File: src/rtl/intCtlPkg.sv
// interrupt controller shared types
// register words, set fields, sequencer states and control outputs
package intCtlPkg;

    // one interrupt register word
    typedef logic [31:0] word_t;

    // word offset inside a register set, in address order
    typedef enum logic [2:0] {
        FIELD_ACCEL  = 3'd0,
        FIELD_IPC    = 3'd1,
        FIELD_ERROR  = 3'd2,
        FIELD_S2V    = 3'd3,
        FIELD_TID    = 3'd4,
        FIELD_IRQ    = 3'd5,
        FIELD_SP     = 3'd6,
        FIELD_SPACER = 3'd7
    } regField_e;

    // thread handover sequencer states
    typedef enum logic [2:0] {
        IDLE,
        WAIT,
        PC_SWAP,
        WAIT_IRQ,
        REVERT_WARP
    } hwIntState_e;

    // controls toward the SIMT core
    typedef struct packed {
        logic maskActWarp;
        logic hwInt;
        logic maskThreads;
        logic swapPC;
    } intControls_t;

    localparam int DEFAULT_NUM_SETS = 32;

endpackage

File: src/rtl/seqUpdateIf.sv
// sequencer link to the register bank
// set-0 status toward the sequencer, set-0 update strobes back to the bank
`timescale 1ns/1ps

interface seqUpdateIf;

    // current set-0 words
    intCtlPkg::word_t s2v0;
    intCtlPkg::word_t ipc0;

    // single cycle update strobes for set 0
    logic             clearError;
    logic             setError;
    logic             clearS2v;
    logic             saveIpc;
    intCtlPkg::word_t ipcValue;

    modport seq (
        input  s2v0,
        input  ipc0,
        output clearError,
        output setError,
        output clearS2v,
        output saveIpc,
        output ipcValue
    );

    modport bank (
        output s2v0,
        output ipc0,
        input  clearError,
        input  setError,
        input  clearS2v,
        input  saveIpc,
        input  ipcValue
    );

endinterface

File: src/rtl/intSequencer.sv
// hardware interrupt sequencer
// hands a SIMT thread to the interrupt routine and back, driven by set-0 S2V
`timescale 1ns/1ps

module intSequencer (
    input  logic                    clk,
    input  logic                    reset,

    // SIMT pipeline status
    input  logic                    err,
    input  logic                    pipeClean,
    input  intCtlPkg::word_t        pc,

    seqUpdateIf.seq                 upd,

    output intCtlPkg::intControls_t controls,
    output logic                    revertWarp,
    output intCtlPkg::word_t        restorePc
);

    intCtlPkg::hwIntState_e currState;
    intCtlPkg::hwIntState_e nextState;

    always_ff @(posedge clk)
    begin
        if (reset)
        begin
            currState <= intCtlPkg::IDLE;
        end
        else
        begin
            currState <= nextState;
        end
    end

    // captured PC only matters while saveIpc is high
    assign upd.ipcValue = pc;

    //************************************************************
    // next state and outputs
    //************************************************************
    always_comb
    begin
        nextState      = currState;
        controls       = '0;
        revertWarp     = 1'b0;
        restorePc      = '0;
        upd.clearError = 1'b0;
        upd.setError   = 1'b0;
        upd.clearS2v   = 1'b0;
        upd.saveIpc    = 1'b0;

        case (currState)
            intCtlPkg::IDLE:
            begin
                // new request, stale error goes away on entry
                if (upd.s2v0 == 32'd1)
                begin
                    nextState      = intCtlPkg::WAIT;
                    upd.clearError = 1'b1;
                end
            end
            intCtlPkg::WAIT:
            begin
                controls.maskActWarp = 1'b1;
                controls.hwInt       = 1'b1;
                if (err)
                begin
                    // failed request, acked by dropping S2V
                    nextState    = intCtlPkg::IDLE;
                    upd.setError = 1'b1;
                    upd.clearS2v = 1'b1;
                end
                else if (pipeClean)
                begin
                    nextState = intCtlPkg::PC_SWAP;
                end
            end
            intCtlPkg::PC_SWAP:
            begin
                controls.hwInt       = 1'b1;
                controls.maskThreads = 1'b1;
                controls.swapPC      = 1'b1;
                upd.saveIpc          = 1'b1;
                nextState            = intCtlPkg::WAIT_IRQ;
            end
            intCtlPkg::WAIT_IRQ:
            begin
                controls.hwInt       = 1'b1;
                controls.maskThreads = 1'b1;
                // routine finished once software clears S2V
                if (upd.s2v0 == 32'd0)
                begin
                    nextState = intCtlPkg::REVERT_WARP;
                end
            end
            intCtlPkg::REVERT_WARP:
            begin
                revertWarp = 1'b1;
                restorePc  = upd.ipc0;
                nextState  = intCtlPkg::IDLE;
            end
            default:
            begin
                nextState = intCtlPkg::IDLE;
            end
        endcase
    end

endmodule

File: src/flat_wrapper.sv
// flat-port wrapper written by rule: the top's interface ports become plain ports
module intSequencer_flat 
  (clk, reset, err, pipeClean, pc, controls, revertWarp, restorePc, upd_s2v0, upd_ipc0, upd_clearError, upd_setError, upd_clearS2v, upd_saveIpc, upd_ipcValue);
  seqUpdateIf upd_i ();
  input  logic clk;
  input  logic reset;
  input  logic err;
  input  logic pipeClean;
  input  intCtlPkg::word_t pc;
  output intCtlPkg::intControls_t controls;
  output logic revertWarp;
  output intCtlPkg::word_t restorePc;
  input wire logic [$bits(upd_i.s2v0)-1:0] upd_s2v0;
  input wire logic [$bits(upd_i.ipc0)-1:0] upd_ipc0;
  output wire logic [$bits(upd_i.clearError)-1:0] upd_clearError;
  output wire logic [$bits(upd_i.setError)-1:0] upd_setError;
  output wire logic [$bits(upd_i.clearS2v)-1:0] upd_clearS2v;
  output wire logic [$bits(upd_i.saveIpc)-1:0] upd_saveIpc;
  output wire logic [$bits(upd_i.ipcValue)-1:0] upd_ipcValue;
  assign upd_i.s2v0 = upd_s2v0;
  assign upd_i.ipc0 = upd_ipc0;
  assign upd_clearError = upd_i.clearError;
  assign upd_setError = upd_i.setError;
  assign upd_clearS2v = upd_i.clearS2v;
  assign upd_saveIpc = upd_i.saveIpc;
  assign upd_ipcValue = upd_i.ipcValue;
  intSequencer u_core (.clk(clk), .reset(reset), .err(err), .pipeClean(pipeClean), .pc(pc), .upd(upd_i), .controls(controls), .revertWarp(revertWarp), .restorePc(restorePc));
endmodule
File: config.mk
export PLATFORM = sky130hd
export DESIGN_NAME = intSequencer_flat
export DESIGN_NICKNAME = d
export VERILOG_FILES = /design/src/rtl/intCtlPkg.sv /design/src/rtl/seqUpdateIf.sv /design/src/rtl/intSequencer.sv /design/src/flat_wrapper.sv
export SDC_FILE = /design/constraint.sdc
export NUM_CORES = 1
export LEC_CHECK = 0
export BUFFER_PORTS_ARGS = -buffer_cell sky130_fd_sc_hd__buf_2
export CAP_MARGIN = 15
export CORE_ASPECT_RATIO = 0.5
export CORE_MARGIN = 2
export CORE_UTILIZATION = 24
export CTS_CLUSTER_DIAMETER = 200
export DETAILED_ROUTE_END_ITERATION = 7
export PLACE_DENSITY = 0.93
export RECOVER_POWER = 100
export SETUP_SLACK_MARGIN = 0.2
export SLEW_MARGIN = 20
export SYNTH_ARGS = -nofsm -noshare
export SYNTH_HDL_FRONTEND = slang
export SYNTH_SLANG_ARGS = --single-unit
File: constraint.sdc
create_clock -name clk -period 1.4 [get_ports clk]
set_input_delay 0.14 -clock clk [delete_from_list [all_inputs] [get_ports clk]]
set_output_delay 0.14 -clock clk [all_outputs]
set_load 0.01 [all_outputs]
==> flow_summary.yaml <==
critical_path:
  crit_end: "restorePc[25]"
  cp.required_ps: 1260
  crit_slowest_cell: "dfxtp_4"
  worst_r2r_path_depth: 5
  setup.worst_path.class: "reg2out"
  timing.rr.end: "u_core.currState[0]"
  cp.depth: 5
  rrSetupSlack_ps: 170
  critPathMaxStageDelay_ps: 350
  cp-startpoint: "u_core.currState[1]"
  worstPathMaxFanout: 8
  endpoint_kind: "output port"
  path_cells: "nor2_4 > buf_12 > clkbuf_16 > and3_1 > buf_2"
  cp.arrival_ps: 1240
  crit_path_start_kind: "flop"
  r2r-start: "u_core.currState[1]"
  timing.critical_path.buf_inv: 3
  cp_top_family: "buffers and inverters"
drt:
  wl_mm: 4.43
  vias_per_cell: 4.82
  drtAntennaViolNets: 0
  dr.pass1.iters: 4
  initialDrtViolationCount: 39
  wl_per_cell_um: 18.1
  drc: 0
  routed-via-count: 1180
yosys:
  synthesis.nets: 212
  synth_seq_cells: 3
  synth_top_cell_by_area: "buf_4"
  synth_edf_count: 0
  synth_cell_types: 21
  synth.most_common_cell: "buf_4"
  netlist_instances: 112
  syn-mean-instance-area_um2: 7.24
  ys_top_cells_by_area: "buf_4 (31%), and3_1 (25%), dfxtp_1 (7.4%)"
  synth_warnings: 0
  ys_async_sr_fraction_pct: 0
  yosysTopAreaCellShare_pct: 31.5
  synth_top_flop_cell: "dfxtp_1"
  netlist_area_um2: 811
  synth_common_cells: "buf_4 (34), and3_1 (33), clkbuf_1 (6)"
  ys_seq_area_share_pct: 7.41
global_routing:
  grt_pass1_vias: 1066
  grt_pass1_wl_mm: 5.39
  grt_max_degree: 22
  grt_use_total_pct: 18.1
  antenna_found_initial: 0
  grt.overflow.total: 0
timing:
  fin_crit_sh_pct: 98.9
  period_needed_ps: 1380
  finalHoldWorstSlack_ps: 196
  max_clock_freq_mhz: 722
  drv_slew: 0
  final_hold_viol_count: 0
  rsz0062_at_grt: "true"
  finalSetupViolations: 0
  slew_headroom_pct: 79.1
  clock_skew_ps: 2.95
  tightest_slew_ps: 311
  finalWorstSetupSlack_ps: 15.8
die:
  initial_core_util_pct: 26.0
  dieArea_mm2: 0.00389
  io_pins: 173
  rows: 14
  die_width_um: 86.2
  chipHeight_um: 45.1
  core_mm2: 0.00312
layout:
  regMostFlops: "u_core.currState"
  nFillCells: 264
  num_antenna_cells: 0
  reg_top3: "u_core.currState x3"
  postLayoutCoreUtil_pct: 57.6
  drive_above_1_share_pct: 86.8
  nets: 306
  instances_no_fill: 245
  largest_reg_flops: 3
  areaGrowthSynthToFinish_pct: 121
clock_tree:
  h-tree-depth: 1
  cts-buffers-inserted: 3
  clock_path_buffers: 2
  path_clk_slew_ps: 30
  clkSinkCount: 3
  hold_buffers: 0
  root_buffer: "clkbuf_8"
  cts_tree: "built"
  clk_latency_ps: 210
place:
  portBuffers: 108
  gp_congestion: 0.874
  post-place-ws_ps: 78.6
  dpl.hpwl_mm: 2.84
  placed_cells: 222
worst_hold_path:
  worst_hold_path_type: "in2reg"
  hold-path-cell-count: 3
run_status:
  status: "completed"
pwr:
  irDropWorstVdd_uv: 114
  cellPowerDensity_mw_per_mm2: 257
  p_leak_nw: 0.937
job:
  max-cap-violations: 0
==> worst min-delay path by stage <==
stage / start / slack [ps] / to
6_report: pipeClean / 200 / u_core.currState[1]
3_3_place_gp: pc[14] / 280 / upd_ipcValue[14]
5_1_grt: pipeClean / 240 / u_core.currState[1]
2_1_floorplan: pipeClean / 270 / u_core.currState[1]
3_5_place_dp: pc[14] / 280 / upd_ipcValue[14]
4_1_cts: pipeClean / 190 / u_core.currState[1]
==> layer usage <==
metal	part of all wire [%]	GRT usage, %	vias to the layer above
li1	-	-	555
met1	31	17.4	552
met2	54	33.2	55
met3	10	10.1	18
met4	3.9	7.50	0
met5	0	0	-
==> final cells by class <==
class	instances	area [um^2]	share of cell area [%]
well taps	40	50.0	2.79
clock buffers	4	45.0	2.51
repair buffers	130	972	54.1
multi-input cells	68	657	36.6
flip-flops and latches	3	71.3	3.97
==> stage by stage <==
| step | cell area (um^2) | TNS, ps | power (W) |
|---|---|---|---|
| after floorplan | 816 | 0 | 0.000194 |
| after global placement | 1140 | 0 | 0.000197 |
| after detailed placement | 1140 | 0 | 0.000201 |
| after CTS | 1310 | 0 | 0.000449 |
| after global routing | 1800 | -115 | 0.000485 |
| final | 1800 | 0 | 0.000462 |
==> power breakdown <==
part,internal [W],switching [W],leakage (nW)
combinational,0.0000746,0.0000555,0.888
sequential,0.0000803,0.0000000000000359,0.0266
clock,0.000194,0.0000576,0.0228
total,0.000349,0.000113,0.937
==> cell families (layout without fill, tap and decap cells) <==
kind of cell           count (synthesis)  in the layout  synth area share [%]
AO/OA/AOI/OAI                          6              6                  4.48
flip-flops                             3              3                  7.41
buffers and inverters                 41            134                  35.6
AND/OR/NAND/NOR                       62             62                  52.5
==> worst min-delay path: cells and delay by family <==
| family | cells | cell delay [ps] |
|---|---|---|
| AOI/OAI and AO/OA | 1 | 70 |
| and+or+nand+nor | 1 | 60 |
| buffers and inverters | 1 | 100 |
==> placed cells by master (no fill, tap or decap) <==
| cell | Yosys | routed |
|---|---|---|
| clkbuf_16 | 0 | 2 |
| o21a_1 | 1 | 1 |
| clkbuf_8 | 0 | 3 |
| nor2_4 | 0 | 2 |
| buf_2 | 0 | 79 |
| and3_4 | 0 | 24 |
| buf_8 | 0 | 3 |
| dfxtp_4 | 0 | 3 |
| nand4_1 | 1 | 1 |
| nor4_2 | 2 | 2 |
| nand2b_4 | 0 | 1 |
| nor2_1 | 5 | 3 |
| o41ai_2 | 0 | 1 |
| clkbuf_4 | 0 | 1 |
| nor3_1 | 4 | 2 |
| nand3_1 | 1 | 1 |
| and3_1 | 33 | 9 |
| buf_4 | 34 | 11 |
| buf_12 | 0 | 1 |
| and2_4 | 0 | 2 |
| nor3b_2 | 2 | 2 |
| nor3_2 | 0 | 2 |
| o21ai_0 | 4 | 3 |
| nor4_4 | 2 | 3 |
| buf_6 | 1 | 33 |
| nand2_1 | 2 | 2 |
| nor4_1 | 3 | 2 |
| nor2b_4 | 0 | 2 |
| clkbuf_1 | 6 | 1 |
| o21ai_1 | 0 | 1 |
| nand4_2 | 1 | 1 |
| nor2b_1 | 3 | 1 |
==> repair_timing <==
action,CTS,global route
hold endpoints to repair,0,0
cloned,3,3
setup buffers,6,7
setup endpoints to repair,40,42
gates resized for setup,19,70
pin swaps,4,28
No activity file was read; power rests on OpenSTA's default activity.
