===== src/rtl/intCtlPkg.sv =====
// interrupt controller shared types
// register words, set fields, sequencer states and control outputs
package intCtlPkg;

    // one interrupt register word
    typedef logic [31:0] word_t;

    // word offset inside a register set, in address order
    typedef enum logic [2:0] {
        FIELD_ACCEL  = 3'd0,
        FIELD_IPC    = 3'd1,
        FIELD_ERROR  = 3'd2,
        FIELD_S2V    = 3'd3,
        FIELD_TID    = 3'd4,
        FIELD_IRQ    = 3'd5,
        FIELD_SP     = 3'd6,
        FIELD_SPACER = 3'd7
    } regField_e;

    // thread handover sequencer states
    typedef enum logic [2:0] {
        IDLE,
        WAIT,
        PC_SWAP,
        WAIT_IRQ,
        REVERT_WARP
    } hwIntState_e;

    // controls toward the SIMT core
    typedef struct packed {
        logic maskActWarp;
        logic hwInt;
        logic maskThreads;
        logic swapPC;
    } intControls_t;

    localparam int DEFAULT_NUM_SETS = 32;

endpackage


===== src/rtl/csrAccessIf.sv =====
// decoded register access
// one bus port's set index, field and strobes toward the register bank
`timescale 1ns/1ps

interface csrAccessIf #(
    parameter int NUM_SETS = intCtlPkg::DEFAULT_NUM_SETS
);

    // already range checked by the decoder
    logic                          rd;
    logic                          wr;
    logic [$clog2(NUM_SETS)-1:0]   setIdx;
    intCtlPkg::regField_e          field;
    intCtlPkg::word_t              storeData;

    // zero whenever rd is low
    intCtlPkg::word_t              loadData;

    modport port (
        output rd,
        output wr,
        output setIdx,
        output field,
        output storeData,
        input  loadData
    );

    modport bank (
        input  rd,
        input  wr,
        input  setIdx,
        input  field,
        input  storeData,
        output loadData
    );

endinterface


===== src/rtl/csrAccessPort.sv =====
// register bus port decoder
// splits a byte address into set index and field, drops out-of-range accesses
`timescale 1ns/1ps

module csrAccessPort #(
    parameter int NUM_SETS = intCtlPkg::DEFAULT_NUM_SETS
) (
    input  logic              Rd,
    input  logic              Wr,
    input  intCtlPkg::word_t  Addr,
    input  intCtlPkg::word_t  Store,
    output intCtlPkg::word_t  Load,

    csrAccessIf.port          acc
);

    localparam int IDX_W = $clog2(NUM_SETS);

    // full set number before the range check
    intCtlPkg::word_t setNum;
    logic             inRange;

    //************************************************************
    // address split
    //************************************************************

    // each set spans 32 bytes, 8 words
    assign setNum  = Addr >> 5;
    assign inRange = (setNum < intCtlPkg::word_t'(NUM_SETS));

    assign acc.setIdx = setNum[IDX_W-1:0];
    // byte offset bits 1:0 are ignored
    assign acc.field  = intCtlPkg::regField_e'(Addr[4:2]);

    //************************************************************
    // strobes and data
    //************************************************************

    // out-of-range accesses never reach the bank,
    // so the write is lost and the read comes back as zero
    assign acc.rd        = Rd & inRange;
    assign acc.wr        = Wr & inRange;
    assign acc.storeData = Store;

    assign Load = acc.loadData;

endmodule


===== src/flat_wrapper.sv =====
// flat-port wrapper written by rule: the top's interface ports become plain ports
module csrAccessPort_flat 
#(
    parameter int NUM_SETS = intCtlPkg::DEFAULT_NUM_SETS
)
  (Rd, Wr, Addr, Store, Load, acc_rd, acc_wr, acc_setIdx, acc_field, acc_storeData, acc_loadData);
  csrAccessIf #(.NUM_SETS(NUM_SETS)) acc_i ();
  input  logic Rd;
  input  logic Wr;
  input  intCtlPkg::word_t Addr;
  input  intCtlPkg::word_t Store;
  output intCtlPkg::word_t Load;
  output wire logic [$bits(acc_i.rd)-1:0] acc_rd;
  output wire logic [$bits(acc_i.wr)-1:0] acc_wr;
  output wire logic [$bits(acc_i.setIdx)-1:0] acc_setIdx;
  output wire logic [$bits(acc_i.field)-1:0] acc_field;
  output wire logic [$bits(acc_i.storeData)-1:0] acc_storeData;
  input wire logic [$bits(acc_i.loadData)-1:0] acc_loadData;
  assign acc_rd = acc_i.rd;
  assign acc_wr = acc_i.wr;
  assign acc_setIdx = acc_i.setIdx;
  assign acc_field = acc_i.field;
  assign acc_storeData = acc_i.storeData;
  assign acc_i.loadData = acc_loadData;
  csrAccessPort #(.NUM_SETS(NUM_SETS)) u_core (.Rd(Rd), .Wr(Wr), .Addr(Addr), .Store(Store), .Load(Load), .acc(acc_i));
endmodule

===== config.mk =====
export PLATFORM = sky130hd
export DESIGN_NAME = csrAccessPort_flat
export DESIGN_NICKNAME = d
export VERILOG_FILES = /design/src/rtl/intCtlPkg.sv /design/src/rtl/csrAccessIf.sv /design/src/rtl/csrAccessPort.sv /design/src/flat_wrapper.sv
export SDC_FILE = /design/constraint.sdc
export NUM_CORES = 1
export LEC_CHECK = 0
export ABC_AREA = 1
export BUFFER_PORTS_ARGS = -buffer_cell sky130_fd_sc_hd__buf_2
export CAP_MARGIN = 15
export CORE_AREA = 2 2 67 69
export DETAILED_ROUTE_END_ITERATION = 8
export DIE_AREA = 0 0 69 71
export GPL_TIMING_DRIVEN = 0
export SLEW_MARGIN = 20
export SYNTH_ARGS = -nofsm -noshare
export SYNTH_HDL_FRONTEND = slang
export SYNTH_SLANG_ARGS = --single-unit

===== constraint.sdc =====
create_clock -name vclk -period 0.8
set_input_delay 0.04 -clock vclk [all_inputs]
set_output_delay 0.04 -clock vclk [all_outputs]
set_load 0.01 [all_outputs]

==> results of run 1 <==
==> cell families after synthesis <==
kind of cell / Yosys count
buf+inv: 74
simple gates: 22
==> worst paths after layout <==
check,from,endpoint,slack (ps)
setup / recovery,Addr[11],acc_wr,10
hold / removal,Addr[7],acc_setIdx[2],260
==> final cells by class <==
cell class | instances | area [sq um]
fillers | 457 | 2970
plain buffers | 72 | 541
repair buffers | 98 | 515
multi-input cells | 22 | 106
well taps | 52 | 65.1
inverters | 2 | 7.51
==> layer usage <==
layer	global-route usage, %	up-vias
met5	0	-
met4	0	0
met3	2.14	0
met2	11.4	100
met1	5.47	320
li1	-	411
==> Yosys cell counts (all sizes together) <==
library cell  count
nand3             1
or2               1
inv               2
nand2             5
nor2             15
buf              72
==> where the power goes <==
part,leakage [nW],total [mW],switching (mW),internal (mW)
combinational,0.784,0.627,0.222,0.405
clock,0,0,0,0
sequential,0,0,0,0
==> critical path: stages <==
cell and delay, ps:
buf_6 90, or2_0 220, nor2_2 90, nand3_2 80, nor2_1 100, buf_2 130
==> what timing repair did <==
| item | CTS | global route |
|---|---|---|
| resized for setup | 1 | 10 |
| setup buffers | 0 | 0 |
| pin swaps | 1 | 6 |
| endpoints found under the setup margin | 2 | 2 |
| hold endpoints to repair | 0 | 0 |
==> layout by cell type, fill, tap and decap left out <==
| cell type | n |
|---|---|
| nand2_1 | 5 |
| nand3_2 | 1 |
| buf_2 | 94 |
| nor2_2 | 6 |
| buf_4 | 72 |
| or2_0 | 1 |
| buf_6 | 4 |
| inv_1 | 2 |
| nor2_1 | 9 |
==> through the flow <==
stage,power (mW),util [%],setup WS (ps)
3_5_place_dp,0.615,28.3,-19.6
6_report,0.627,29.4,10.9
2_1_floorplan,0.389,-,163
4_1_cts,0.617,28.4,0.692
3_3_place_gp,0.610,28.3,-21.4
5_1_grt,0.672,29.4,-43.5
==> results.cfg, run 1 <==
[outcome]
status = complete, no violations

[critical_path]
setup.worst_path.class = input port to output port
critPathMaxFanout = 2
cp-start-kind = input port
crit_required_ps = 760
cp.arrival_ps = 750
crit_path_end_kind = output port

[placed_design]
placed_area_sq_mm = 0.00119
dp_hpwl_mm = 1.72
dp_cells = 246
gp_congestion = 0.726
portBuffers = 98

[cells_and_area]
design_area_sq_mm = 0.00123
drive_gt1_share_pct = 91.2
diodes = 0
nClkBuffers = 0
seq_cells = 0
layout.cells.non_filler = 246
area_growth_pct = 94.7
fin_nets = 294
sequential_cell_area_sq_um = 0

[routing]
drt_iter0_markers = 4
dr.max_layer_used = met3
wl_met3_um = 414
drt-met1-wl_um = 423
vias = 831
wl_met2_um = 953
drtAntennaViolNets = 0
wl_per_cell_um = 7.28
drc_errors = 0
vias_per_cell = 3.38
drt_first_pass_iters = 2
drt-total-wl_mm = 1.79

[synthesis]
synthCells = 96
synth_area_leaders = buf_4 85%, nor2_1 8.9%, nand2_1 3.0%
synth_seq_area_share_pct = 0
yosysTopAreaCell = buf_4
synthMuxAreaShare_pct = 0
synth_compound_area_share_pct = 0
synthSimpleGateAreaFrac_pct = 13.6
synth_fp_nets = 194
synth_top_family_by_area = buffers and inverters
synth_cell_types = 6
synth_top_cell_area_share_pct = 85.2
syn_area_sq_um = 634
yosysWarnings = 0
avgSynthCellArea_sq_um = 6.61
synth_fa_ha_area_share_pct = 0
synth_xor_area_share_pct = 0

[sta]
slew_headroom_pct = 92.3
rsz0062_at_grt = true
clock.fmax_ghz = 1.27
worst_pin_slew_ps = 115
finalMaxSlewViolations = 0
finalHoldViolations = 0
tns_ps = 0
post-route-period-util_pct = 98.6
post-route-min-period_ps = 789
setup_viol = 0
hold_ws_ps = 263

[floorplan]
die_h_um = 71
pin_count = 172
die_w_um = 69
rows = 24
core_sq_mm = 0.00420
initial_core_util_pct = 15.1
dieArea_sq_mm = 0.00490

[grt]
grt_pass1_wl_mm = 2.45
grt_usage_pct = 5.53
antenna_found_initial = 0
overflow = 0
grt_pass1_vias = 629
grt_max_degree = 3

[power_and_ir_drop]
power_density_mw_per_mm2 = 508
p_leak_nw = 0.784
ir_drop_mv = 0.203

[flow_run]
max_cap_violations = 0

[hold_path]
hold_depth = 2
hold_path_class = input port to output port

[clock_network]
cts_hold_buf = 0
No activity file was read; power rests on OpenSTA's default activity.
==> run 2: changes to the inputs <==
--- a/config.mk
+++ b/config.mk
@@ -6,12 +6,13 @@
 export NUM_CORES = 1
 export LEC_CHECK = 0
 export ABC_AREA = 1
-export BUFFER_PORTS_ARGS = -buffer_cell sky130_fd_sc_hd__buf_2
 export CAP_MARGIN = 15
 export CORE_AREA = 2 2 67 69
 export DETAILED_ROUTE_END_ITERATION = 8
 export DIE_AREA = 0 0 69 71
+export DONT_BUFFER_PORTS = 1
 export GPL_TIMING_DRIVEN = 0
+export PLACE_DENSITY = 0.39
 export SLEW_MARGIN = 20
 export SYNTH_ARGS = -nofsm -noshare
 export SYNTH_HDL_FRONTEND = slang
==> run 2 against run 1 <==
  * Die area unchanged
  * Sequential cell count unchanged
  * Core utilization decreased by 13 points
  * Power decreased by 35%
  * Combinational power decreased by 34%
  * Non-clock buffer count decreased by 98
  * Maximum frequency increased by 14%
  * First-iteration DRC count decreased by 75%
  * Highest routed layer unchanged
==> results.cfg, run 2 (synthesis gave the netlist of run 1 again) <==
[routing]
dr.max_layer_used = met3
wl_met2_mm = 1.09
wl_met3_um = 333
drt-met1-wl_um = 344
drt_iter0_markers = 1
drt_first_pass_iters = 2
vias_per_cell = 3.47
drc_errors = 0
wl_per_cell_um = 12.0
drt-total-wl_mm = 1.77
vias = 513
drtAntennaViolNets = 0

[sta]
hold_ws_ps = 173
fin_ws_ps = 108
setup_viol = 0
post-route-min-period_ps = 692
rsz0062_at_grt = false
clock.fmax_ghz = 1.44
slew_headroom_pct = 89.5
finalMaxSlewViolations = 0
post-route-period-util_pct = 86.5
worst_pin_slew_ps = 157
tns_ps = 0
finalHoldViolations = 0

[outcome]
status = complete, no violations

[power_and_ir_drop]
pwr-share-comb_pct = 100.0
p_seq_share_pct = 0
clockPowerShare_pct = 0
power_mw = 0.411
ir_drop_mv = 0.126
power_density_mw_per_mm2 = 583
p_leak_nw = 0.387
switchingPower_mw = 0.174
switching_share_pct = 42.4
intPower_mw = 0.237

[grt]
grt_pass1_vias = 433
antenna_found_initial = 0
grt_max_degree = 3
overflow = 0
grt_usage_pct = 5.17
grt_pass1_wl_mm = 2.13

[cells_and_area]
sequential_cell_area_sq_um = 0
nClkBuffers = 0
fin_nets = 196
layout.cells.non_filler = 148
diodes = 0
final_util_pct = 16.8
final_cell_mix = 72 x buf_4, 13 x nor2_1, 5 x nand2_1, 2 x inv_1, 2 x nor2_2
seq_cells = 0
nFillCells = 489
design_area_sq_um = 704
layout_commonest_cell = buf_4
area_growth_pct = 11.0
drive_gt1_share_pct = 77.1

[placed_design]
portBuffers = 0
placed_area_sq_um = 699
dp_cells = 148
gp_congestion = 0.673
pre_cts_ws_ps = 81.3

[floorplan]
pin_count = 172
die_w_um = 69
rows = 24
initial_core_util_pct = 15.1
die_h_um = 71
core_sq_mm = 0.00420
dieArea_sq_mm = 0.00490

[flow_run]
max_cap_violations = 0

[critical_path]
cp-startpoint = Addr[11]
setup.worst_path.class = input port to output port
critPathMaxFanout = 2
cp-endpoint = acc_rd
crit_path_end_kind = output port
cp-start-kind = input port
critPathSlowestCell = or2_0
crit_chain = or2_0, nor2_1, nand3_1, nor2_2
cp_slowest_stage_delay_ps = 200
crit_required_ps = 760
cp.arrival_ps = 650

[hold_path]
hold_path_class = input port to output port
hold_start = acc_loadData[12]

[clock_network]
cts_setup_buffers = 0
run 2: cell count changes in the layout (fill, tap and decap cells not counted):
cell / delta
buf_6: -4
nand3_1: +1
nor2_1: +4
nand3_2: -1
nor2_2: -4
buf_2: -94
run 2: cell type report:
class | instances | area (sq um) | area share, %
buffer | 72 | 541 | 76.7
multi-input combinational | 22 | 91.3 | 13.0
tap | 52 | 65.1 | 9.24
inverter | 2 | 7.51 | 1.07
run 2: per-layer routing:
layer,vias to the layer above,track usage (%)
met2,96,12.7
met1,202,3.42
met4,0,0
met3,0,2.14
met5,-,0
li1,215,-
run 2: power groups by stage:
stage          clock, mW  combinational (mW)  sequential (mW)
5_1_grt                0               0.432                0
2_1_floorplan          0               0.389                0
6_report               0               0.411                0
3_5_place_dp           0               0.416                0
4_1_cts                0               0.416                0
3_3_place_gp           0               0.421                0
run 2: worst min path at each step:
| stage | cells past startpoint | slack, ps | to |
|---|---|---|---|
| floorplan | 2 | 170 | acc_rd |
| global placement | 2 | 170 | acc_wr |
| detailed placement | 1 | 170 | acc_storeData[14] |
| CTS | 1 | 170 | Load[1] |
| global route | 1 | 170 | Load[1] |
| finish | 1 | 170 | Load[12] |
run 2: repair_timing:
item	CTS	global route
hold buffers	0	0
gates resized for setup	0	2
setup endpoints to repair	0	1
run 2: worst max-delay path, delay by kind of cell:
family	cells	cell delay [ps]
AND/OR/NAND/NOR	4	610
==> run 3: changes to the inputs <==
==> constraint.sdc (replaced) <==
create_clock -name vclk -period 0.9
set_input_delay 0.045 -clock vclk [all_inputs]
set_output_delay 0.045 -clock vclk [all_outputs]
set_load 0.01 [all_outputs]
==> run 3 against run 2 <==
  * Core utilization decreased by 0.12 points
  * Sequential share of layout area unchanged
  * Routed wire length about the same
  * Critical path type unchanged
  * Largest power group unchanged
==> results.cfg, run 3 (synthesis gave the netlist of run 1 again) <==
[critical_path]
crit_path_end_kind = output port
cp.arrival_ps = 670
crit_required_ps = 850
critPathMaxFanout = 2
cp-start-kind = input port
setup.worst_path.class = input port to output port

[cells_and_area]
seq_cells = 0
layout_commonest_cell = buf_4
nClkBuffers = 0
multi_input_area_sq_um = 86.3
area_growth_pct = 10.3
final_cell_mix = 72 x buf_4, 15 x nor2_1, 5 x nand2_1, 2 x inv_1
nFillCells = 486
drive_gt1_share_pct = 75.0
diodes = 0
fin_nets = 196
sequential_cell_area_sq_um = 0

[clock_network]
cts_setup_buffers = 0
cts_hold_buf = 0
post_cts_resized = 0

[grt]
met3_usage_pct = 2.14
grt_pass1_wl_mm = 2.13
grt_max_degree = 3
busiest_layer = met2
grt_usage_pct = 5.17
antenna_found_initial = 0
grtUsageMet1_pct = 3.42
use_met2_pct = 12.7
overflow = 0
grt_pass1_vias = 433

[hold_path]
hold_depth = 1
hold_start = acc_loadData[12]
worstHoldEndpoint = Load[12]
hold_path_class = input port to output port

[sta]
fin_ws_ps = 180
finalMaxSlewViolations = 0
setup_viol = 0
rsz0062_at_grt = false
worst_pin_slew_ps = 244
post-route-min-period_ps = 720
post-route-period-util_pct = 80.0
tns_ps = 0
clock.fmax_ghz = 1.39
slew_headroom_pct = 83.7
finalHoldViolations = 0

[routing]
drc_errors = 0
drt_first_pass_iters = 4
wl_per_cell_um = 12.0
vias = 519
vias_per_cell = 3.51
drt_iter0_markers = 2
drt-total-wl_mm = 1.77
drtAntennaViolNets = 0

[floorplan]
dieArea_sq_mm = 0.00490
die_w_um = 69
rows = 24
die_h_um = 71
core_sq_mm = 0.00420
pin_count = 172
initial_core_util_pct = 15.1

[power_and_ir_drop]
switchingPower_mw = 0.154
ir_drop_mv = 0.112
switching_share_pct = 42.3
clockPowerShare_pct = 0
intPower_mw = 0.210
pwr-share-comb_pct = 100.0
p_leak_nw = 0.388
p_seq_share_pct = 0
power_density_mw_per_mm2 = 521

[placed_design]
portBuffers = 0
gp_congestion = 0.673
pre_cts_ws_ps = 171

[outcome]
status = complete, no violations

[flow_run]
max_cap_violations = 0
==> run 3: power by group through the flow <==
stage                     registers, mW  clock network, mW  logic [mW]
after CTS                             0                  0       0.370
final                                 0                  0       0.364
after global routing                  0                  0       0.383
after detailed placement              0                  0       0.370
after floorplan                       0                  0       0.345
after global placement                0                  0       0.374
==> run 3: layer usage <==
metal / part of all wire [%] / vias to the layer above
met3: 19 / 0
met1: 19 / 204
met4: 0 / 0
li1: - / 215
met2: 62 / 100
met5: 0 / -
==> run 3: cell type report <==
cell class / count / area share [%]
buffer: 72 / 77.3
inverter: 2 / 1.07
multi-input combinational: 22 / 12.3
tap: 52 / 9.30
==> run 3: worst max-delay path, stage by stage <==
cell	delay (ps)
or2_0	200
nor2_1	110
nand3_1	100
nor2_1	220
==> run 3: per-stage QoR <==
step | area [sq um] | hold slack [ps] | utilization, % | power, mW | cells
floorplan | 634 | 177 | - | 0.345 | 96
global placement | 699 | 183 | 16.6 | 0.374 | 148
detailed placement | 699 | 183 | 16.6 | 0.370 | 148
CTS | 699 | 183 | 16.6 | 0.370 | 148
global route | 699 | 183 | 16.6 | 0.383 | 148
finish | 699 | 183 | 16.6 | 0.364 | 148
==> run 3: how the worst max path moves through the flow <==
stage                     startpoint      to  slack (ps)  depth (start not counted)
after floorplan             Addr[11]  acc_rd         250                          4
after global placement      Addr[11]  acc_rd         190                          4
after detailed placement    Addr[11]  acc_rd         170                          4
after CTS                   Addr[11]  acc_rd         170                          4
after global routing        Addr[11]  acc_rd          70                          4
final                       Addr[11]  acc_rd         180                          4
